## src/logic/uart_boot_consts.svh

```systemverilog
`ifndef UART_BOOT_CONSTS_SVH
`define UART_BOOT_CONSTS_SVH

// ----------------------------------------------------------
// Serial timing
// ----------------------------------------------------------
`define UART_CYCLES_PER_BIT 16        // Clocks per serial bit, short for simulation
`define UART_COUNT_W        5         // Bit timing counter, holds one full bit

// ----------------------------------------------------------
// Data and memory geometry
// ----------------------------------------------------------
`define BYTE_W              8
`define WORD_W              32
`define BYTES_PER_WORD      4         // Little-endian, first byte lands in [7:0]
`define IMEM_ADDR_W         8
`define IMEM_DEPTH          256

// All-ones word closes the load phase
`define LOAD_END_WORD       32'hFFFF_FFFF

`endif

```

## src/logic/uart_boot_pkg.sv

```systemverilog
`include "uart_boot_consts.svh"

package uart_boot_pkg;

    // ----------------------------------------------------------
    // Payload widths
    // ----------------------------------------------------------
    typedef logic [`BYTE_W-1:0]      byte_t;       // One serial byte
    typedef logic [`WORD_W-1:0]      word_t;       // One instruction
    typedef logic [`IMEM_ADDR_W-1:0] imem_addr_t;  // Word address into imem

    // Byte lane within a word being assembled
    typedef logic [$clog2(`BYTES_PER_WORD)-1:0] byte_idx_t;

    // ----------------------------------------------------------
    // Receiver FSM
    // ----------------------------------------------------------
    typedef enum logic [1:0] {
        IDLE  = 2'd0,  // Line high, waiting for start edge
        START = 2'd1,  // Checking start bit at its middle
        RECV  = 2'd2,  // Shifting in data bits
        STOP  = 2'd3   // Waiting for middle of stop bit
    } rx_state_e;

endpackage

```

## src/logic/boot_loader.sv

```systemverilog
`timescale 1ns/1ps
`include "uart_boot_consts.svh"

module boot_loader (
    input  logic                      clk,
    input  logic                      resetn,
    input  logic                      rx_valid,
    input  uart_boot_pkg::byte_t      rx_data,
    input  logic                      fetch_en,
    input  uart_boot_pkg::imem_addr_t fetch_addr,
    output logic                      load_done,
    output uart_boot_pkg::imem_addr_t word_count,
    output logic                      fetch_valid,
    output logic                      mem_en,
    output logic                      mem_we,
    output uart_boot_pkg::imem_addr_t mem_addr,
    output uart_boot_pkg::word_t      mem_wdata
);
    import uart_boot_pkg::*;

    // Lower three bytes of the word in progress
    logic [`WORD_W-`BYTE_W-1:0] part_q;
    byte_idx_t                  byte_idx_q;  // Lane of the next byte
    word_t                      assembled;   // Full word on the last byte
    logic                       take_byte;
    logic                       last_byte;
    logic                       is_end;
    logic                       wr_word;

    // ----------------------------------------------------------
    // Word assembly
    // ----------------------------------------------------------
    assign take_byte = rx_valid && !load_done;   // Bytes after the end are dropped
    assign last_byte = take_byte && (byte_idx_q == byte_idx_t'(`BYTES_PER_WORD - 1));
    assign assembled = {rx_data, part_q};        // Fourth byte goes on top
    assign is_end    = (assembled == `LOAD_END_WORD);
    assign wr_word   = last_byte && !is_end;     // Terminator is never stored

    // Shift from the top, first byte ends up in [7:0]
    always_ff @(posedge clk) begin
        if (take_byte && !last_byte) begin
            part_q <= {rx_data, part_q[`WORD_W-`BYTE_W-1:`BYTE_W]};
        end
    end

    // ----------------------------------------------------------
    // Load progress and fetch strobe
    // ----------------------------------------------------------
    always_ff @(posedge clk) begin
        if (!resetn) begin
            byte_idx_q  <= '0;
            word_count  <= '0;
            load_done   <= 1'b0;
            fetch_valid <= 1'b0;
        end else begin
            if (take_byte) begin
                byte_idx_q <= byte_idx_q + 1'b1;  // Wraps to lane 0 after the fourth
            end
            if (wr_word) begin
                word_count <= word_count + 1'b1;  // Wraps at depth
            end
            if (last_byte && is_end) begin
                load_done <= 1'b1;                // Sticky until reset
            end
            // Read data shows up one edge after the request
            fetch_valid <= load_done && fetch_en;
        end
    end

    // ----------------------------------------------------------
    // Memory port, loader writes first, fetches once loaded
    // ----------------------------------------------------------
    assign mem_en    = load_done ? fetch_en : wr_word;
    assign mem_we    = wr_word;
    assign mem_addr  = load_done ? fetch_addr : word_count;
    assign mem_wdata = assembled;

    // No writes may reach imem once fetching has started
    a_no_write_after_done: assert property (
        @(posedge clk) disable iff (!resetn) load_done |-> !mem_we
    );

    // Write strobe only with the port enabled
    a_we_needs_en: assert property (
        @(posedge clk) disable iff (!resetn) mem_we |-> mem_en
    );

endmodule

```

## config.mk

```make
export PLATFORM = sky130hd
export DESIGN_NAME = boot_loader
export DESIGN_NICKNAME = d
export VERILOG_FILES = /design/src/logic/uart_boot_pkg.sv /design/src/logic/boot_loader.sv
export VERILOG_INCLUDE_DIRS = /design/src /design/src/logic
export SDC_FILE = /design/constraint.sdc
export NUM_CORES = 1
export LEC_CHECK = 0
export BUFFER_PORTS_ARGS = -buffer_cell sky130_fd_sc_hd__buf_2
export CAP_MARGIN = 5
export CORE_ASPECT_RATIO = 2
export CORE_MARGIN = 2
export CORE_UTILIZATION = 45
export CTS_CLUSTER_DIAMETER = 60
export DETAILED_ROUTE_END_ITERATION = 12
export GPL_TIMING_DRIVEN = 0
export PLACE_DENSITY = 0.78
export SLEW_MARGIN = 20
export SYNTH_ARGS = -nofsm -noshare
export SYNTH_HDL_FRONTEND = slang
export SYNTH_SLANG_ARGS = --single-unit
```

## constraint.sdc

```tcl
create_clock -name clk -period 2.4 [get_ports clk]
set_input_delay 0.12 -clock clk [delete_from_list [all_inputs] [get_ports clk]]
set_output_delay 0.12 -clock clk [all_outputs]
set_load 0.01 [all_outputs]
```

# == Word level (Yosys, flattened, before mapping) ==
# Cells that the tools add are included.
# word_totals
reg_bits,36
input_bits,20
wordCells,20
# op_classes
reduce_logical,9
mux,2
n_eq_ne,2
add_sub_neg,2
# ops
operator,n
equality test 32 bit (second input constant),1
adder 8 x 1 -> 8 bit (second input constant),1
two-way mux 8 bit,1
logical AND 1 bit,6
zero test 1 bit,3
adder 2 x 1 -> 2 bit (second input constant),1
equality test 2 bit (second input constant),1
two-way mux 1 bit,1

# == Logic depth before layout (Yosys ltp) ==
# depth
depth_word,5
depth_mapped,5
ltp_nobuf,5

# == Worst setup path before layout ==
# Ideal clock, no wire load.
# synth_timing
kind,register to register
from,register load_done
to,register part_q[0] (enable)
stages_incl_launch_ff,3
arrival_ns,1.710
slack_ns,0.283
path_buffers,0
cell_sequence,dfxtp_1 nor2b_2 nor2b_1
# synth_between
elab_chain_cells,5
# synth_lines
element,line_no,text
"start, declared",boot_loader.sv:11,"output logic load_done,"
"start signal, assigned",boot_loader.sv:53,load_done <= 1'b0;
"start signal, assigned",boot_loader.sv:63,load_done <= 1'b1;
zero test 1 bit *,boot_loader.sv:33,assign take_byte = rx_valid && !load_done;
logical AND 1 bit *,boot_loader.sv:33,
logical AND 1 bit,boot_loader.sv:34,assign last_byte = take_byte && (byte_idx_q == byte_idx_t'(`BYTES_PER_WORD - 1));
zero test 1 bit,boot_loader.sv:41,if (take_byte && !last_byte) begin
logical AND 1 bit *,boot_loader.sv:41,
"end signal, assigned",boot_loader.sv:42,"part_q <= {rx_data, part_q[`WORD_W-`BYTE_W-1:`BYTE_W]};"
"end, declared",boot_loader.sv:22,logic [`WORD_W-`BYTE_W-1:0] part_q;
# Every way passes the cells marked *; elsewhere a longest branch is shown, timed or not.
# A chain may end at the register's enable or synchronous reset.

# == Worst setup path after layout ==
# layout_timing
from,register part_q[13]
to,output port mem_en
# layout_between
elab_chain_cells,4
# layout_lines
element,line_no,text
equality test 32 bit (no line),n/a,
zero test 1 bit,boot_loader.sv:37,assign wr_word = last_byte && !is_end;
logical AND 1 bit,boot_loader.sv:37,
two-way mux 1 bit,boot_loader.sv:73,assign mem_en = load_done ? fetch_en : wr_word;
"end, declared",boot_loader.sv:14,"output logic mem_en,"
# Every way passes these cells.

==> impl_metrics.tcl <==
set metrics [dict create \
    status "finished, final reports clean" \
    fin_crit_sh_pct 80.8 \
    synth_top_family_by_area "simple AND/OR/NAND/NOR gates" \
    finalHoldViolations 0 \
    rows 29 \
    tightest_slew_ps 518 \
    worstHoldStart "rx_data[0]" \
    antenna_found_initial 0 \
    grt_pass1_vias 1069 \
    synth_edf_count 24 \
    slew_headroom_pct 65.5 \
    power.total_mw 1.29 \
    hpwl_mm 2.51 \
    diodes 0 \
    die_y_um 86.2 \
    yosysWarnings 0 \
    skew_ps 8.10 \
    setup-violations-final 0 \
    hp-class "in2reg" \
    design_area_um2 2030 \
    rr_startpoint "part_q[13]$_DFFE_PP_" \
    layout-drive-gt1-share_pct 52.9 \
    start_util_pct 47.6 \
    cts_inserted_buffers 5 \
    cts_setup_buffers 0 \
    insertion_delay_ps 280 \
    fill_cells 272 \
    syn-num-nets 131 \
    grt_use_total_pct 17.0 \
    cts_tree "done" \
    drtAntennaViolNets 0 \
    yosysSeqAreaShare_pct 63.2 \
    cts.repair.resized 0 \
    clkTransAtPathRegs_ps 70 \
    powerDensity_nw_per_um2 634 \
    routabilityCongestion 0.712 \
    ir_drop_v 0.000452 \
    synth_cell_types 24 \
    synth-simple-area-share_pct 16.0 \
    critPathMaxFanout 8 \
    clockRootBuffer "clkbuf_8" \
    fin_nets 210 \
    port_buffers 71 \
    worstSetupEndpointType "output port" \
    required_ps 2280 \
    synthMuxAreaShare_pct 8.56 \
    grt_pass1_wl_mm 4.80 \
    async_flop_share_pct 0 \
    viasPerCell 5.13 \
    crit_arrival_ps 1820 \
    gr-total-overflow 0 \
    first_iter_violations 10 \
    synth_xor_area_share_pct 2.88 \
    cp-start-kind "register" \
    fp.dieArea_um2 3890 \
    area_delta_synth_final_pct 33.4 \
    drc 0 \
    cts.sinks 36 \
    final_core_util_pct 63.5 \
    synth_compound_gate_area_share_pct 3.29 \
    wl_mm 3.20 \
    fmaxAchievable_ghz 0.516 \
    cts-hold-fix-buffers 0 \
    placed_area_um2 1930 \
    setup_tns_ps 0 \
    max_cap_violations 0 \
    firstDrtPassIters 4 \
    die_x_um 45.1 \
    synth_cells 109 \
    io_pins 72 \
    synth_flop_cell "edfxtp_1" \
    final_common_cell "buf_2" \
    wl_per_cell_um 14.5 \
    coreArea_um2 3190 \
    critical_path_class "reg2out" \
    slew_viol_final 0 \
    grt_max_degree 17 \
    synth-seq-cells 36 \
    synthAdderAreaFrac_pct 1.65 \
    h-tree-depth 2 \
    synth.avg_cell_area_um2 13.9 \
    leakagePower_nw 0.993 \
    final_cell_mix "71 x buf_2, 24 x edfxtp_1, 12 x dfxtp_1" \
    crit_start "part_q[13]$_DFFE_PP_" \
    vias 1129 \
    synth_area_um2 1520 \
    cts_buffer_depth 2 \
    period_needed_ps 1940 \
    rsz0062_at_grt "no" \
]
==> final timing paths <==
check                          endpoint  slack (ps)  depth (start not counted)
max                              mem_en         460                          5
min                part_q[16]$_DFFE_PP_          40                          1
max reg2reg  word_count[0]$_SDFFE_PN0P_         730                          5
min reg2reg         part_q[0]$_DFFE_PP_         470                          0
==> registers in the layout, indices dropped and copies added, names as in the netlist <==
name         count
word_count       8
fetch_valid      1
byte_idx_q       2
load_done        1
part_q          24
==> logic make-up (layout without fill, tap and decap cells) <==
kind of cell    after synthesis  count (layout)
xor+xnor                      5               5
buf+inv                      10              90
simple gates                 37              37
flops                        36              36
fa+ha+maj                     2               2
compound gates                7               7
mux                          12              12
==> routing by layer <==
layer  up-vias  GRT usage, %  share of wire, %
li1        556             -                 -
met1       532          15.8                33
met2        35          30.9                59
met3         6          5.21               5.8
met4         0          8.82               1.9
met5         -             0                 0
==> cell usage after synthesis (2+ instances only) <==
master / count / area [um^2]
edfxtp_1: 24 / 721
dfxtp_1: 12 / 240
nand4_1: 10 / 62.6
buf_4: 8 / 60.1
mux2_2: 8 / 90.1
nand2_1: 7 / 26.3
and2_1: 5 / 31.3
xor2_1: 5 / 43.8
mux2i_1: 4 / 40.0
and3_1: 3 / 18.8
nand2b_1: 3 / 18.8
nand3_1: 3 / 15.0
nor2b_1: 3 / 18.8
a211oi_1: 2 / 15.0
ha_1: 2 / 25.0
nor4_4: 2 / 42.5
==> final cells by class <==
cell class / instances / area [um^2] / share of cell area (%)
Buffer: 10 / 67.6 / 3.33
Clock buffer: 8 / 100 / 4.94
Multi-Input combinational cell: 63 / 494 / 24.4
Sequential cell: 36 / 961 / 47.4
Tap cell: 31 / 38.8 / 1.91
Timing Repair Buffer: 72 / 367 / 18.1
==> report_power, final <==
group / switching, mW / leakage [nW] / internal (mW)
Combinational: 0.0606 / 0.611 / 0.0524
Sequential: 0.0183 / 0.331 / 0.697
Clock: 0.196 / 0.0515 / 0.262
==> critical path, cell delays in order (launching register included) <==
cell and delay [ps]:
edfxtp_1 380, nand4_1 170, nor4_4 460, a21oi_2 200, a21o_1 190, buf_2 130
==> through the flow <==
stage               setup slack (ps)  cells  hold WS, ps
finish                           461    220         40.0
global route                     359    220         33.3
CTS                              445    220         32.6
detailed placement               751    212          333
global placement                89.1    211          324
floorplan                        283    109          219
Power figures use the tool's default switching activity.
