`src/logic/uart_boot_consts.svh`:
```
`ifndef UART_BOOT_CONSTS_SVH
`define UART_BOOT_CONSTS_SVH

// ----------------------------------------------------------
// Serial timing
// ----------------------------------------------------------
`define UART_CYCLES_PER_BIT 16        // Clocks per serial bit, short for simulation
`define UART_COUNT_W        5         // Bit timing counter, holds one full bit

// ----------------------------------------------------------
// Data and memory geometry
// ----------------------------------------------------------
`define BYTE_W              8
`define WORD_W              32
`define BYTES_PER_WORD      4         // Little-endian, first byte lands in [7:0]
`define IMEM_ADDR_W         8
`define IMEM_DEPTH          256

// All-ones word closes the load phase
`define LOAD_END_WORD       32'hFFFF_FFFF

`endif

```
`src/logic/uart_boot_pkg.sv`:
```
`include "uart_boot_consts.svh"

package uart_boot_pkg;

    // ----------------------------------------------------------
    // Payload widths
    // ----------------------------------------------------------
    typedef logic [`BYTE_W-1:0]      byte_t;       // One serial byte
    typedef logic [`WORD_W-1:0]      word_t;       // One instruction
    typedef logic [`IMEM_ADDR_W-1:0] imem_addr_t;  // Word address into imem

    // Byte lane within a word being assembled
    typedef logic [$clog2(`BYTES_PER_WORD)-1:0] byte_idx_t;

    // ----------------------------------------------------------
    // Receiver FSM
    // ----------------------------------------------------------
    typedef enum logic [1:0] {
        IDLE  = 2'd0,  // Line high, waiting for start edge
        START = 2'd1,  // Checking start bit at its middle
        RECV  = 2'd2,  // Shifting in data bits
        STOP  = 2'd3   // Waiting for middle of stop bit
    } rx_state_e;

endpackage

```
`src/logic/uart_rx.sv`:
```
`timescale 1ns/1ps
`include "uart_boot_consts.svh"

module uart_rx (
    input  logic                 clk,
    input  logic                 resetn,
    input  logic                 rxd,       // Serial line, idle high
    input  logic                 rx_en,     // Freezes the synchronizer when low
    output logic                 rx_valid,  // One cycle, mid stop bit
    output logic                 rx_break,  // Zero byte received
    output uart_boot_pkg::byte_t rx_data
);
    import uart_boot_pkg::*;

    localparam int cnt_w = `UART_COUNT_W;
    localparam int bit_w = $clog2(`BYTE_W);

    // Counter values that mark the middle of a bit
    localparam logic [cnt_w-1:0] half_cnt = cnt_w'(`UART_CYCLES_PER_BIT / 2 - 1);
    localparam logic [cnt_w-1:0] full_cnt = cnt_w'(`UART_CYCLES_PER_BIT - 1);
    localparam logic [bit_w-1:0] last_idx = bit_w'(`BYTE_W - 1);

    logic [1:0]       sync_q;     // Two-flop synchronizer
    logic             rxd_s;      // Synchronized line
    rx_state_e        state_q;
    rx_state_e        state_d;
    logic [cnt_w-1:0] cycle_q;    // Clocks within current bit
    logic [bit_w-1:0] bit_q;      // Data bit index
    byte_t            shift_q;    // Bits arrive LSB first
    logic             mid_start;
    logic             bit_tick;

    // ----------------------------------------------------------
    // Input synchronizer
    // ----------------------------------------------------------
    always_ff @(posedge clk) begin
        if (!resetn) begin
            sync_q <= 2'b11;                     // Line looks idle
        end else if (rx_en) begin
            sync_q <= {sync_q[0], rxd};
        end
    end

    assign rxd_s = sync_q[1];

    // Mid-start check, then one tick per bit at its centre
    assign mid_start = (state_q == START) && (cycle_q == half_cnt);
    assign bit_tick  = ((state_q == RECV) || (state_q == STOP)) && (cycle_q == full_cnt);

    // ----------------------------------------------------------
    // Next state
    // ----------------------------------------------------------
    always_comb begin
        state_d = state_q;
        case (state_q)
            IDLE: begin
                if (!rxd_s) begin
                    state_d = START;             // Falling edge seen
                end
            end
            START: begin
                if (mid_start) begin
                    state_d = rxd_s ? IDLE : RECV;  // High again means a glitch
                end
            end
            RECV: begin
                if (bit_tick && (bit_q == last_idx)) begin
                    state_d = STOP;
                end
            end
            STOP: begin
                if (bit_tick) begin
                    state_d = IDLE;
                end
            end
            default: state_d = IDLE;
        endcase
    end

    // ----------------------------------------------------------
    // State, bit timing and bit index
    // ----------------------------------------------------------
    always_ff @(posedge clk) begin
        if (!resetn) begin
            state_q <= IDLE;
            cycle_q <= '0;
            bit_q   <= '0;
        end else begin
            state_q <= state_d;
            // Restart count at every bit boundary
            if ((state_q == IDLE) || mid_start || bit_tick) begin
                cycle_q <= '0;
            end else begin
                cycle_q <= cycle_q + 1'b1;
            end
            if (state_q != RECV) begin
                bit_q <= '0;
            end else if (bit_tick) begin
                bit_q <= bit_q + 1'b1;
            end
        end
    end

    // Shift register, new bit in at the top
    always_ff @(posedge clk) begin
        if ((state_q == RECV) && bit_tick) begin
            shift_q <= {rxd_s, shift_q[`BYTE_W-1:1]};
        end
    end

    // Byte is complete for the whole stop bit
    always_ff @(posedge clk) begin
        if (!resetn) begin
            rx_data <= '0;
        end else if (state_q == STOP) begin
            rx_data <= shift_q;
        end
    end

    assign rx_valid = (state_q == STOP) && bit_tick;
    assign rx_break = rx_valid && (shift_q == '0);  // Same cycle as the valid pulse

    // ----------------------------------------------------------
    // Checks
    // ----------------------------------------------------------
    // Every byte yields a single strobe
    a_valid_single: assert property (
        @(posedge clk) disable iff (!resetn) rx_valid |=> !rx_valid
    );

endmodule

```
`config.mk`:
```
export PLATFORM = sky130hd
export DESIGN_NAME = uart_rx
export DESIGN_NICKNAME = d
export VERILOG_FILES = /design/src/logic/uart_boot_pkg.sv /design/src/logic/uart_rx.sv
export VERILOG_INCLUDE_DIRS = /design/src /design/src/logic
export SDC_FILE = /design/constraint.sdc
export NUM_CORES = 1
export LEC_CHECK = 0
export BUFFER_PORTS_ARGS = -buffer_cell sky130_fd_sc_hd__buf_2
export CAP_MARGIN = 20
export CORE_ASPECT_RATIO = 1.25
export CORE_UTILIZATION = 45
export CTS_BUF_LIST = sky130_fd_sc_hd__clkbuf_8
export DETAILED_ROUTE_END_ITERATION = 10
export PLACE_DENSITY = 0.64
export SLEW_MARGIN = 20
export SYNTH_ARGS = -nofsm -noshare
export SYNTH_HDL_FRONTEND = slang
export SYNTH_SLANG_ARGS = --single-unit
```
`constraint.sdc`:
```
create_clock -name clk -period 2.65 [get_ports clk]
set_input_delay 0.53 -clock clk [delete_from_list [all_inputs] [get_ports clk]]
set_output_delay 0.53 -clock clk [all_outputs]
set_load 0.03 [all_outputs]
```
# Yosys cells after proc, flatten, opt, wreduce, memory -nomap -nowiden
# Index checks and enable logic that the tools add are counted.
totals:
  regBits: 28
  wordCells: 40
classes:
  n_mux: 6
  n_eq_ne: 11
  n_addsub: 2
  bitwise_logic: 1
  reduce_logical: 14
op_table:
  columns: ["cell", "n"]
  rows:
  - ["2-bit two-way mux", 5]
  - ["2-bit != test, second input constant", 5]
  - ["8-bit zero test", 1]
  - ["2-bit case mux with 4 select lines", 1]
  - ["1-bit logical AND", 6]
  - ["5-bit by 1-bit adder with 5-bit output, second input constant", 1]
  - ["5-bit by 3-bit == test with 1-bit output, second input constant", 1]
  - ["5-bit by 4-bit == test with 1-bit output, second input constant", 1]
  - ["2-bit == test, second input constant", 2]
  - ["4-bit AND reduction", 1]
  - ["2-bit OR reduction", 2]
  - ["3-bit by 1-bit adder with 3-bit output, second input constant", 1]
  - ["3-bit == test, second input constant", 1]
  - ["1-bit logical OR", 3]
  - ["2-bit by 1-bit == test with 1-bit output, second input constant", 1]
  - ["2-bit zero test", 1]
  - ["1-bit inverter", 1]

# Longest topological paths before layout
# Gate-level depths: netlist of run 1.
logic_depth:
  word_depth: 6
  depth_mapped: 7
  mapped_depth_nobuf: 6

# Worst setup path before layout of run 1
# OpenSTA, ideal clock, no wires.
synth_path:
  kind: "reg-to-output"
  from: "register cycle_q[0]"
  to: "output port rx_break"
  path_buffers: 1
  setup_slack_ns: 0.145
  arrival_time_ns: 1.975
  required_time_ns: 2.120
  stages_incl_launch_ff: 8
  cell_sequence: "dfxtp_1 > ha_1 > and3_1 > ha_1 > buf_2 > inv_1 > nor2_1 > and3_1"
synth_between:
  elab_chain_len: 4
synth_rtl:
  columns: ["element", "line", "source"]
  rows:
  - ["start, declared", "uart_rx.sv:27", "logic [cnt_w-1:0] cycle_q;"]
  - ["start signal, assigned", "uart_rx.sv:94", "cycle_q <= cycle_q + 1'b1;"]
  - ["5-bit by 4-bit == test with 1-bit output", "uart_rx.sv:48", "assign bit_tick = ((state_q == RECV) || (state_q == STOP)) && (cycle_q == full_cnt);"]
  - ["1-bit logical AND", "uart_rx.sv:48", null]
  - ["1-bit logical AND", "uart_rx.sv:120", "assign rx_valid = (state_q == STOP) && bit_tick;"]
  - ["net rx_valid", "uart_rx.sv:9", "output logic rx_valid,"]
  - ["1-bit logical AND", "uart_rx.sv:121", "assign rx_break = rx_valid && (shift_q == '0);"]
  - ["end, declared", "uart_rx.sv:10", "output logic rx_break,"]
# The timed path passes the listed nets, and every way through them passes these cells.

# Final worst setup path of run 1
layout_path:
  from: "register cycle_q[0]"
  to: "output port rx_break"
layout_between:
  elab_chain_len: 4
layout_rtl:
  columns: ["element", "line"]
  rows:
  - ["5-bit by 4-bit == test with 1-bit output", "uart_rx.sv:48"]
  - ["1-bit logical AND", "uart_rx.sv:48"]
  - ["1-bit logical AND", "uart_rx.sv:120"]
  - ["1-bit logical AND", "uart_rx.sv:121"]
# Every way passes these cells.

==> results_dict.tcl, run 1 <==
set metrics [dict create \
    power_density_mw_per_mm2 538 \
    seq_area_frac_synth_pct 56.6 \
    antenna_left 0 \
    worst_case_headroom_to_the_max_slew_limit_pct 65.2 \
    endpoint_kind "output port" \
    wl_per_cell_um 12.8 \
    place_congestion 0.754 \
    ctsHoldBuffers 0 \
    area_growth_syn_to_layout_pct 11.9 \
    cts_resized 0 \
    synthTopCellsByCount "20 x sky130_fd_sc_hd__dfxtp_1, 11 x sky130_fd_sc_hd__nand2_1, 10 x sky130_fd_sc_hd__nor2_1, 9 x sky130_fd_sc_hd__nand3_1" \
    vdd_drop_max_mv 0.375 \
    synth-edff-count 8 \
    first_global_vias 732 \
    biggest_cell_delay_along_the_critical_path_ps 360 \
    synth_flop_cell "sky130_fd_sc_hd__dfxtp_1" \
    cellLeakagePower_nw 0.463 \
    synth_nets 109 \
    floorplan.initialDensity_pct 49.6 \
    finalPower_uw 682 \
    aggregate_negative_setup_slack_ps 0 \
    maxClockFrequency_mhz 413 \
    postSynth.asyncResetShare_pct 0 \
    tritoncts.num_buffers 3 \
    drv.max_cap_violation_count 0 \
    viasPerCell 5.10 \
    critical_path_arrival_ps 1890 \
    postSynthRegisterBits 28 \
    final.fill_count 229 \
    synth_most_common_cell "sky130_fd_sc_hd__dfxtp_1" \
    first_iter_violations 7 \
    diodes 0 \
    grt-ovfl-total 0 \
    place.detailed.hpwl_um 1360 \
    min_path_type "flip-flop to flip-flop" \
    detail_route.first_pass.iterations 4 \
    fp.dieW_um 46.9 \
    post_synth.cell_area_avg_um2 11.2 \
    cts_setup_buffers 0 \
    core-area_mm2 0.00228 \
    detail_route.wirelength_um 1860 \
    layout_worst_path_cycle_share_pct 91.4 \
    grt_usage_pct 15.9 \
    clkSlewWorstSetupHoldPaths_ps 90 \
    timing_worst_setup_path_type "flip-flop to output port" \
    die_h_um 58.1 \
    fin_worst_skew_ps 3.83 \
    yosysWarnings 0 \
    postSynthCellCount 101 \
    mappedNetlistArea_mm2 0.00113 \
    crit_path_top_delay_cell "sky130_fd_sc_hd__dfxtp_1" \
    finalSetupViolCount 0 \
    tightest_slew_ps 521 \
    worstPathCellList "ha_1 -> and3_1 -> ha_2 -> inv_1 -> nor2_1 -> and3_1 -> buf_2" \
    grt_pass1_wl_um 3130 \
    floorplan.die_area_mm2 0.00272 \
    ctsLongestPathBuffers 2 \
    worst_path_most_repeated_cell "sky130_fd_sc_hd__and3_1" \
    grt_start_max_net_pins 19 \
    detailroute.via_count 745 \
    final_max_slew_viol_count 0 \
    cts.sink_count 28 \
    grt_antenna_before_repair 0 \
    synthTopCellsByArea "sky130_fd_sc_hd__dfxtp_1 35%, sky130_fd_sc_hd__edfxtp_1 21%, sky130_fd_sc_hd__a21boi_0 5.3%, sky130_fd_sc_hd__ha_1 4.4%, sky130_fd_sc_hd__nand3_1 4.0%" \
    design.portCount 14 \
    rsz_0062_raised_after_global_routing "false" \
    yosysUniqueCellTypes 27 \
    cp_max_fo 6 \
    layout-drive-gt1-share_pct 20.0 \
    synth_top_cell_by_area "sky130_fd_sc_hd__dfxtp_1" \
    tritoncts_clock_tree "yes" \
    remaining_drc_errors 0 \
    count_of_input_and_output_buffers 13 \
    startpoint_class "flip-flop" \
    run_status "finished clean" \
    clk_latency_ps 260 \
    fp-row-count 19 \
    finalHoldWorstSlack_ps 454 \
    period_minus_slack_ps 2420 \
    nets 124 \
    ctsRootBufferMaster "sky130_fd_sc_hd__clkbuf_8" \
    cp_data_required_time_ps 2120 \
    htree_levels 1 \
    multiInputGateArea_um2 452 \
    synth_largest_type_area_fraction_pct 35.4 \
    area.sequential_um2 641 \
    timing.final.hold_violations 0 \
]
## flip-flops by register name, summed over array words and instances (netlist names), named ones only
register	flops
cycle_q	5
sync_q	2
bit_q	3
shift_q	8
rx_data	8
state_q	1
## final cells by class
cell class	count	area share [%]
clock inverter	1	0.296
clock buffer	3	3.26
inverter	3	0.888
sequential	28	50.5
multi-input combinational	65	35.6
timing repair buffer	15	6.32
tap	31	3.06
## cell families (layout without fill, tap and decap cells)
| logic type | count (synthesis) | count (layout) | synth area share (%) |
|---|---|---|---|
| DFF | 28 | 28 | 56.6 |
| adders and majority gates | 4 | 4 | 4.42 |
| xor gates and xnor gates | 3 | 3 | 2.32 |
| muxes | 4 | 4 | 3.54 |
| and+or+nand+nor | 41 | 41 | 19.9 |
| AOI/OAI and AO/OA | 13 | 13 | 9.50 |
| buffers and inverters | 8 | 22 | 3.76 |
## where the power goes
group,switching [mW],internal (mW)
Combinational,0.00652,0.00669
Sequential,0.00420,0.440
Clock,0.121,0.104
Total,0.132,0.550
## layout by cell type (no fill, tap or decap), types with 2 or more instances in the layout
master                     instances
sky130_fd_sc_hd__dfxtp_1          20
sky130_fd_sc_hd__clkbuf_8          3
sky130_fd_sc_hd__mux2i_1           4
sky130_fd_sc_hd__buf_2            13
sky130_fd_sc_hd__nor4_1            2
sky130_fd_sc_hd__nand3_1           9
sky130_fd_sc_hd__nor2_1           10
sky130_fd_sc_hd__and3_1            2
sky130_fd_sc_hd__nand2_1          11
sky130_fd_sc_hd__ha_1              3
sky130_fd_sc_hd__edfxtp_1          8
sky130_fd_sc_hd__xnor2_1           2
sky130_fd_sc_hd__a21boi_0          8
sky130_fd_sc_hd__inv_1             4
sky130_fd_sc_hd__buf_4             2
## final timing paths
kind,slack [ps],endpoint,startpoint,depth (start not counted)
max,230,rx_break,cycle_q[0],7
min,450,cycle_q[0],cycle_q[0],1
max reg2reg,510,shift_q[0],cycle_q[0],6
min reg2reg,450,cycle_q[0],cycle_q[0],1
## critical path: cells and delay by family, from the launching register on
family                   cells  cell delay [ps]
adder cells (fa/ha/maj)      2              500
buffers and inverters        2              300
flip-flops                   1              360
AND/OR/NAND/NOR              3              480
## through the flow
step / utilization, % / setup WS (ps) / cells / area, um^2
6_report: 55.5 / 228 / 146 / 1270
5_1_grt: 55.5 / 54.9 / 146 / 1270
4_1_cts: 55.4 / 144 / 146 / 1260
3_5_place_dp: 53.5 / 446 / 142 / 1220
3_3_place_gp: 53.5 / 477 / 142 / 1220
2_1_floorplan: - / 145 / 101 / 1130
## routing by layer
layer | part of all wire (%) | wire length [um] | global-route usage (%) | vias up
li1 | - | - | - | 382
met1 | 43 | 793 | 18.1 | 353
met2 | 54 | 1010 | 27.6 | 8
met3 | 2.1 | 40 | 2.80 | 2
met4 | 1.1 | 21 | 7.35 | 0
met5 | 0 | 0 | 0 | -
No activity file was read; power rests on OpenSTA's default activity.
==> run 2, diff against run 1 <==
--- a/config.mk
+++ b/config.mk
@@ -6,7 +6,7 @@
 export SDC_FILE = /design/constraint.sdc
 export NUM_CORES = 1
 export LEC_CHECK = 0
-export BUFFER_PORTS_ARGS = -buffer_cell sky130_fd_sc_hd__buf_2
+export BUFFER_PORTS_ARGS = -buffer_cell sky130_fd_sc_hd__buf_4
 export CAP_MARGIN = 20
 export CORE_ASPECT_RATIO = 1.25
 export CORE_UTILIZATION = 45
==> results_dict.tcl, run 2 (synthesized netlist as in run 1, its figures left out) <==
set metrics [dict create \
    layout-drive-gt1-share_pct 20.9 \
    grt_usage_pct 16.4 \
    post-place-cells 142 \
    finalPower_uw 787 \
    antenna_left 0 \
    core-area_mm2 0.00228 \
    cellLeakagePower_nw 0.473 \
    worst_path_most_repeated_cell "sky130_fd_sc_hd__and3_1" \
    tritoncts.num_buffers 3 \
    rsz_0062_raised_after_global_routing "false" \
    final_common_cell "sky130_fd_sc_hd__dfxtp_1" \
    worst_r2r_startpoint "cycle_q[0]" \
    hold_path_startpoint "cycle_q[0]" \
    floorplan.die_area_mm2 0.00272 \
    finalHoldWorstSlack_ps 455 \
    cts.sink_count 28 \
    timing_worst_setup_path_type "flip-flop to output port" \
    die_h_um 58.1 \
    aggregate_negative_setup_slack_ps 0 \
    critical_path_arrival_ps 1890 \
    fin_worst_skew_ps 1.73 \
    clk_latency_ps 270 \
    fp-row-count 19 \
    ctsLongestPathBuffers 2 \
    fp.dieW_um 46.9 \
    area_growth_syn_to_layout_pct 17.1 \
    timing.reg2reg.setup_slack_ps 500 \
    place_congestion 0.776 \
    cts_setup_buffers 0 \
    remaining_drc_errors 0 \
    multiInputGateArea_um2 452 \
    drv.max_cap_violation_count 0 \
    final.fill_count 201 \
    min_path_type "flip-flop to flip-flop" \
    floorplan.initialDensity_pct 49.6 \
    nets 124 \
    worst-r2r-cell-count 6 \
    layout.cell_area.non_filler_mm2 0.00133 \
    detail_route.wirelength_um 1830 \
    grt-ovfl-total 0 \
    cp_max_fo 6 \
    vdd_drop_max_mv 0.424 \
    first_iter_violations 14 \
    biggestRegsByFlops "rx_data: 8 flops, shift_q: 8 flops, cycle_q: 5 flops" \
    maxClockFrequency_mhz 413 \
    crit_path_top_delay_cell "sky130_fd_sc_hd__dfxtp_1" \
    whs_endpoint "cycle_q[0]" \
    design.portCount 14 \
    tritoncts_clock_tree "yes" \
    detailroute.via_count 754 \
    timing.final.hold_violations 0 \
    worst_case_headroom_to_the_max_slew_limit_pct 63.9 \
    area.sequential_um2 641 \
    run_status "finished clean" \
    count_of_input_and_output_buffers 13 \
    place.detailed.hpwl_um 1370 \
    clkSlewWorstSetupHoldPaths_ps 90 \
    viasPerCell 5.16 \
    finalSetupViolCount 0 \
    htree_levels 1 \
    critical_path.reg2reg.endpoint "shift_q[7]" \
    stdcell_count 146 \
    grt_start_max_net_pins 17 \
    final_max_slew_viol_count 0 \
    cp_data_required_time_ps 2120 \
    endpoint_kind "output port" \
    period_minus_slack_ps 2420 \
    diodes 0 \
    wl_per_cell_um 12.5 \
    ctsRootBufferMaster "sky130_fd_sc_hd__clkbuf_8" \
    min_path_cells 1 \
    first_global_vias 715 \
    tightest_slew_ps 540 \
    power_density_mw_per_mm2 593 \
    biggest_cell_delay_along_the_critical_path_ps 360 \
    grt_pass1_wl_um 3150 \
    startpoint_class "flip-flop" \
    layout_worst_path_cycle_share_pct 91.4 \
    worstPathCellList "ha_1 -> and3_1 -> ha_2 -> inv_1 -> nor2_1 -> and3_1 -> buf_4" \
    placed_area_mm2 0.00125 \
    final_cell_mix "20 x sky130_fd_sc_hd__dfxtp_1, 15 x sky130_fd_sc_hd__buf_4, 11 x sky130_fd_sc_hd__nand2_1, 10 x sky130_fd_sc_hd__nor2_1, 9 x sky130_fd_sc_hd__nand3_1" \
    detail_route.first_pass.iterations 4 \
    grt_antenna_before_repair 0 \
]
==> run 2: stage by stage <==
step	util, %	worst slack (ps)
6_report	58.1	229
5_1_grt	58.1	69.4
4_1_cts	58.0	113
3_5_place_dp	54.9	359
3_3_place_gp	54.9	490
2_1_floorplan	-	145
==> run 2: repair_timing <==
action | CTS | global route
resized for setup | 0 | 1
hold buffers | 0 | 0
endpoints found under the setup margin | 0 | 1
==> run 2: per-layer routing <==
| layer | up-vias | GRT usage, % | part of all wire [%] |
|---|---|---|---|
| met1 | 356 | 20.0 | 44 |
| li1 | 380 | - | - |
| met3 | 4 | 3.74 | 2.8 |
| met2 | 14 | 26.8 | 51 |
| met5 | - | 0 | 0 |
| met4 | 0 | 7.35 | 1.6 |
==> run 2: worst max path at each step <==
stage / end / slack, ps / cells after the start / start
final: rx_break / 230 / 7 / cycle_q[0]
after global routing: rx_break / 70 / 7 / cycle_q[0]
after CTS: rx_break / 110 / 7 / cycle_q[0]
after detailed placement: shift_q[5] / 360 / 6 / cycle_q[0]
after global placement: rx_break / 490 / 7 / cycle_q[0]
after floorplan: rx_break / 150 / 7 / cycle_q[0]
==> run 2: area by class of cell <==
cell class / instances / area share, %
timing repair buffer: 15 / 8.49
clock buffer: 3 / 3.11
tap: 31 / 2.92
sequential: 28 / 48.3
multi-input combinational: 65 / 34.1
inverter: 3 / 0.849
clock inverter: 1 / 2.26
==> run 2: power by group <==
| part | total, mW | switching [mW] | internal (mW) |
|---|---|---|---|
| combinational | 0.0143 | 0.00636 | 0.00796 |
| sequential | 0.444 | 0.00410 | 0.440 |
| clock | 0.329 | 0.127 | 0.202 |
==> run 2: worst max-delay path, delay by kind of cell (launching register included) <==
kind	cells	cell delay, ps
adders and majority gates	2	500
and+or+nand+nor	3	490
DFF	1	360
buffers and inverters	2	260
==> run 3, diff against run 2 <==
--- a/config.mk
+++ b/config.mk
@@ -10,7 +10,7 @@
 export CAP_MARGIN = 20
 export CORE_ASPECT_RATIO = 1.25
 export CORE_UTILIZATION = 45
-export CTS_BUF_LIST = sky130_fd_sc_hd__clkbuf_8
+export CTS_BUF_LIST = sky130_fd_sc_hd__clkbuf_16
 export DETAILED_ROUTE_END_ITERATION = 10
 export PLACE_DENSITY = 0.64
 export SLEW_MARGIN = 20
==> results_dict.tcl, run 3 (synthesized netlist as in run 1, its figures left out) <==
set metrics [dict create \
    floorplan.die_area_mm2 0.00272 \
    worst_case_headroom_to_the_max_slew_limit_pct 63.5 \
    startpoint_class "flip-flop" \
    biggest_cell_delay_along_the_critical_path_ps 350 \
    fin_worst_skew_ps 2.50 \
    place_worst_setup_slack_ps 359 \
    clk_latency_ps 260 \
    drv.max_cap_violation_count 0 \
    grt_start_max_net_pins 17 \
    grt_antenna_before_repair 0 \
    whs_endpoint "cycle_q[0]" \
    min_path_cells 1 \
    period_minus_slack_ps 2400 \
    run_status "finished clean" \
    final_max_slew_viol_count 0 \
    grt-ovfl-total 0 \
    place_congestion 0.776 \
    p_sw_uw 146 \
    multiInputGateArea_um2 452 \
    clkSlewWorstSetupHoldPaths_ps 60 \
    detail_route.first_pass.iterations 4 \
    power_report.internal_total_uw 711 \
    biggestRegsByFlops "rx_data: 8 flops, shift_q: 8 flops, cycle_q: 5 flops" \
    aggregate_negative_setup_slack_ps 0 \
    worst_r2r_startpoint "cycle_q[0]" \
    final.fill_count 197 \
    sequentialPowerShare_pct 51.8 \
    fp.dieW_um 46.9 \
    post-place-cells 142 \
    worst_path_most_repeated_cell "sky130_fd_sc_hd__and3_1" \
    layout-drive-gt1-share_pct 20.9 \
    diodes 0 \
    detailroute.via_count 755 \
    timing.reg2reg.setup_slack_ps 490 \
    critical_path.reg2reg.endpoint "shift_q[1]" \
    worst-r2r-cell-count 6 \
    fp-row-count 19 \
    floorplan.initialDensity_pct 49.6 \
    finalPower_uw 857 \
    tritoncts_clock_tree "yes" \
    first_global_vias 720 \
    area_growth_syn_to_layout_pct 19.7 \
    design.portCount 14 \
    core-area_mm2 0.00228 \
    final_cell_mix "20 x sky130_fd_sc_hd__dfxtp_1, 15 x sky130_fd_sc_hd__buf_4, 11 x sky130_fd_sc_hd__nand2_1, 10 x sky130_fd_sc_hd__nor2_1, 9 x sky130_fd_sc_hd__nand3_1" \
    power_density_mw_per_mm2 632 \
    timing.final.hold_violations 0 \
    cellLeakagePower_nw 0.487 \
    cp_data_required_time_ps 2120 \
    cts.sink_count 28 \
    viasPerCell 5.17 \
    place.detailed.hpwl_um 1370 \
    tritoncts.num_buffers 3 \
    vdd_drop_max_mv 0.427 \
    switching_share_pct 17.0 \
    worstPathCellList "ha_1 -> and3_1 -> ha_2 -> inv_1 -> nor2_1 -> and3_1 -> buf_4" \
    clock_power_share_pct 46.5 \
    crit_path_top_delay_cell "sky130_fd_sc_hd__dfxtp_1" \
    htree_levels 1 \
    grt_usage_pct 16.3 \
    first_iter_violations 14 \
    combinationalPowerShare_pct 1.7 \
    nets 124 \
    tightest_slew_ps 547 \
    die_h_um 58.1 \
    cp_max_fo 6 \
    area.sequential_um2 641 \
    finalWorstSetupSlack_ps 248 \
    rsz_0062_raised_after_global_routing "false" \
    count_of_input_and_output_buffers 13 \
    detail_route.wirelength_um 1830 \
    hold_path_startpoint "cycle_q[0]" \
    ctsRootBufferMaster "sky130_fd_sc_hd__clkbuf_16" \
    layout_worst_path_cycle_share_pct 90.6 \
    final_common_cell "sky130_fd_sc_hd__dfxtp_1" \
    remaining_drc_errors 0 \
    min_path_type "flip-flop to flip-flop" \
    timing_worst_setup_path_type "flip-flop to output port" \
    ctsLongestPathBuffers 2 \
    critical_path_arrival_ps 1870 \
    endpoint_kind "output port" \
    grt_pass1_wl_um 3140 \
    stdcell_count 146 \
    wl_per_cell_um 12.5 \
    finalSetupViolCount 0 \
    antenna_left 0 \
    maxClockFrequency_mhz 416 \
]
## run 3: cell types whose count changed in the layout (fill, tap and decap cells not counted)
cell                        previous run  this run
sky130_fd_sc_hd__bufinv_16             1         0
sky130_fd_sc_hd__clkbuf_16             0         4
sky130_fd_sc_hd__clkbuf_8              3         0
## run 3: worst max-delay path by stage
| stage | from | slack [ps] | cells past startpoint | endpoint |
|---|---|---|---|---|
| CTS | cycle_q[0] | 140 | 7 | rx_break |
| detailed placement | cycle_q[0] | 360 | 6 | shift_q[5] |
| floorplan | cycle_q[0] | 150 | 7 | rx_break |
| global placement | cycle_q[0] | 490 | 7 | rx_break |
| global route | cycle_q[0] | 100 | 7 | rx_break |
| finish | cycle_q[0] | 250 | 7 | rx_break |
## run 3: power groups by stage
stage / sequential (mW) / clock [mW] / combinational [mW]
global route: 0.444 / 0.439 / 0.0160
finish: 0.444 / 0.398 / 0.0144
CTS: 0.444 / 0.408 / 0.0147
global placement: 0.454 / 0 / 0.0144
floorplan: 0.451 / 0 / 0.0103
detailed placement: 0.454 / 0 / 0.0147
## run 3: area by class of cell
| type | count | share of cell area, % |
|---|---|---|
| Tap cell | 31 | 2.86 |
| Timing Repair Buffer | 15 | 8.31 |
| Clock buffer | 4 | 7.39 |
| Multi-Input combinational cell | 65 | 33.3 |
| Sequential cell | 28 | 47.3 |
| Inverter | 3 | 0.831 |
## run 3: through the flow
stage	area, um^2	util [%]	hold WS, ps
finish	1360	59.4	451
CTS	1350	59.3	455
floorplan	1130	-	418
global route	1360	59.4	471
detailed placement	1250	54.9	445
global placement	1250	54.9	430
## run 3: worst max-delay path, delay by kind of cell (launching register included)
family                     cells  cell delay [ps]
buffers and inverters          2              260
DFF                            1              350
adders and majority gates      2              500
and+or+nand+nor                3              490
## run 3: timing repair
action | CTS | global route
resized for setup | 0 | 1
hold endpoints to repair | 0 | 0
hold buffers | 0 | 0
setup buffers | 0 | 0
setup endpoints to repair | 0 | 1
## run 3: per-layer routing
layer / GRT usage (%) / vias to the layer above / share of wire [%]
li1: - / 383 / -
met1: 20.0 / 353 / 43
met2: 27.0 / 15 / 52
met3: 2.80 / 4 / 2.7
met4: 7.35 / 0 / 1.6
met5: 0 / - / 0
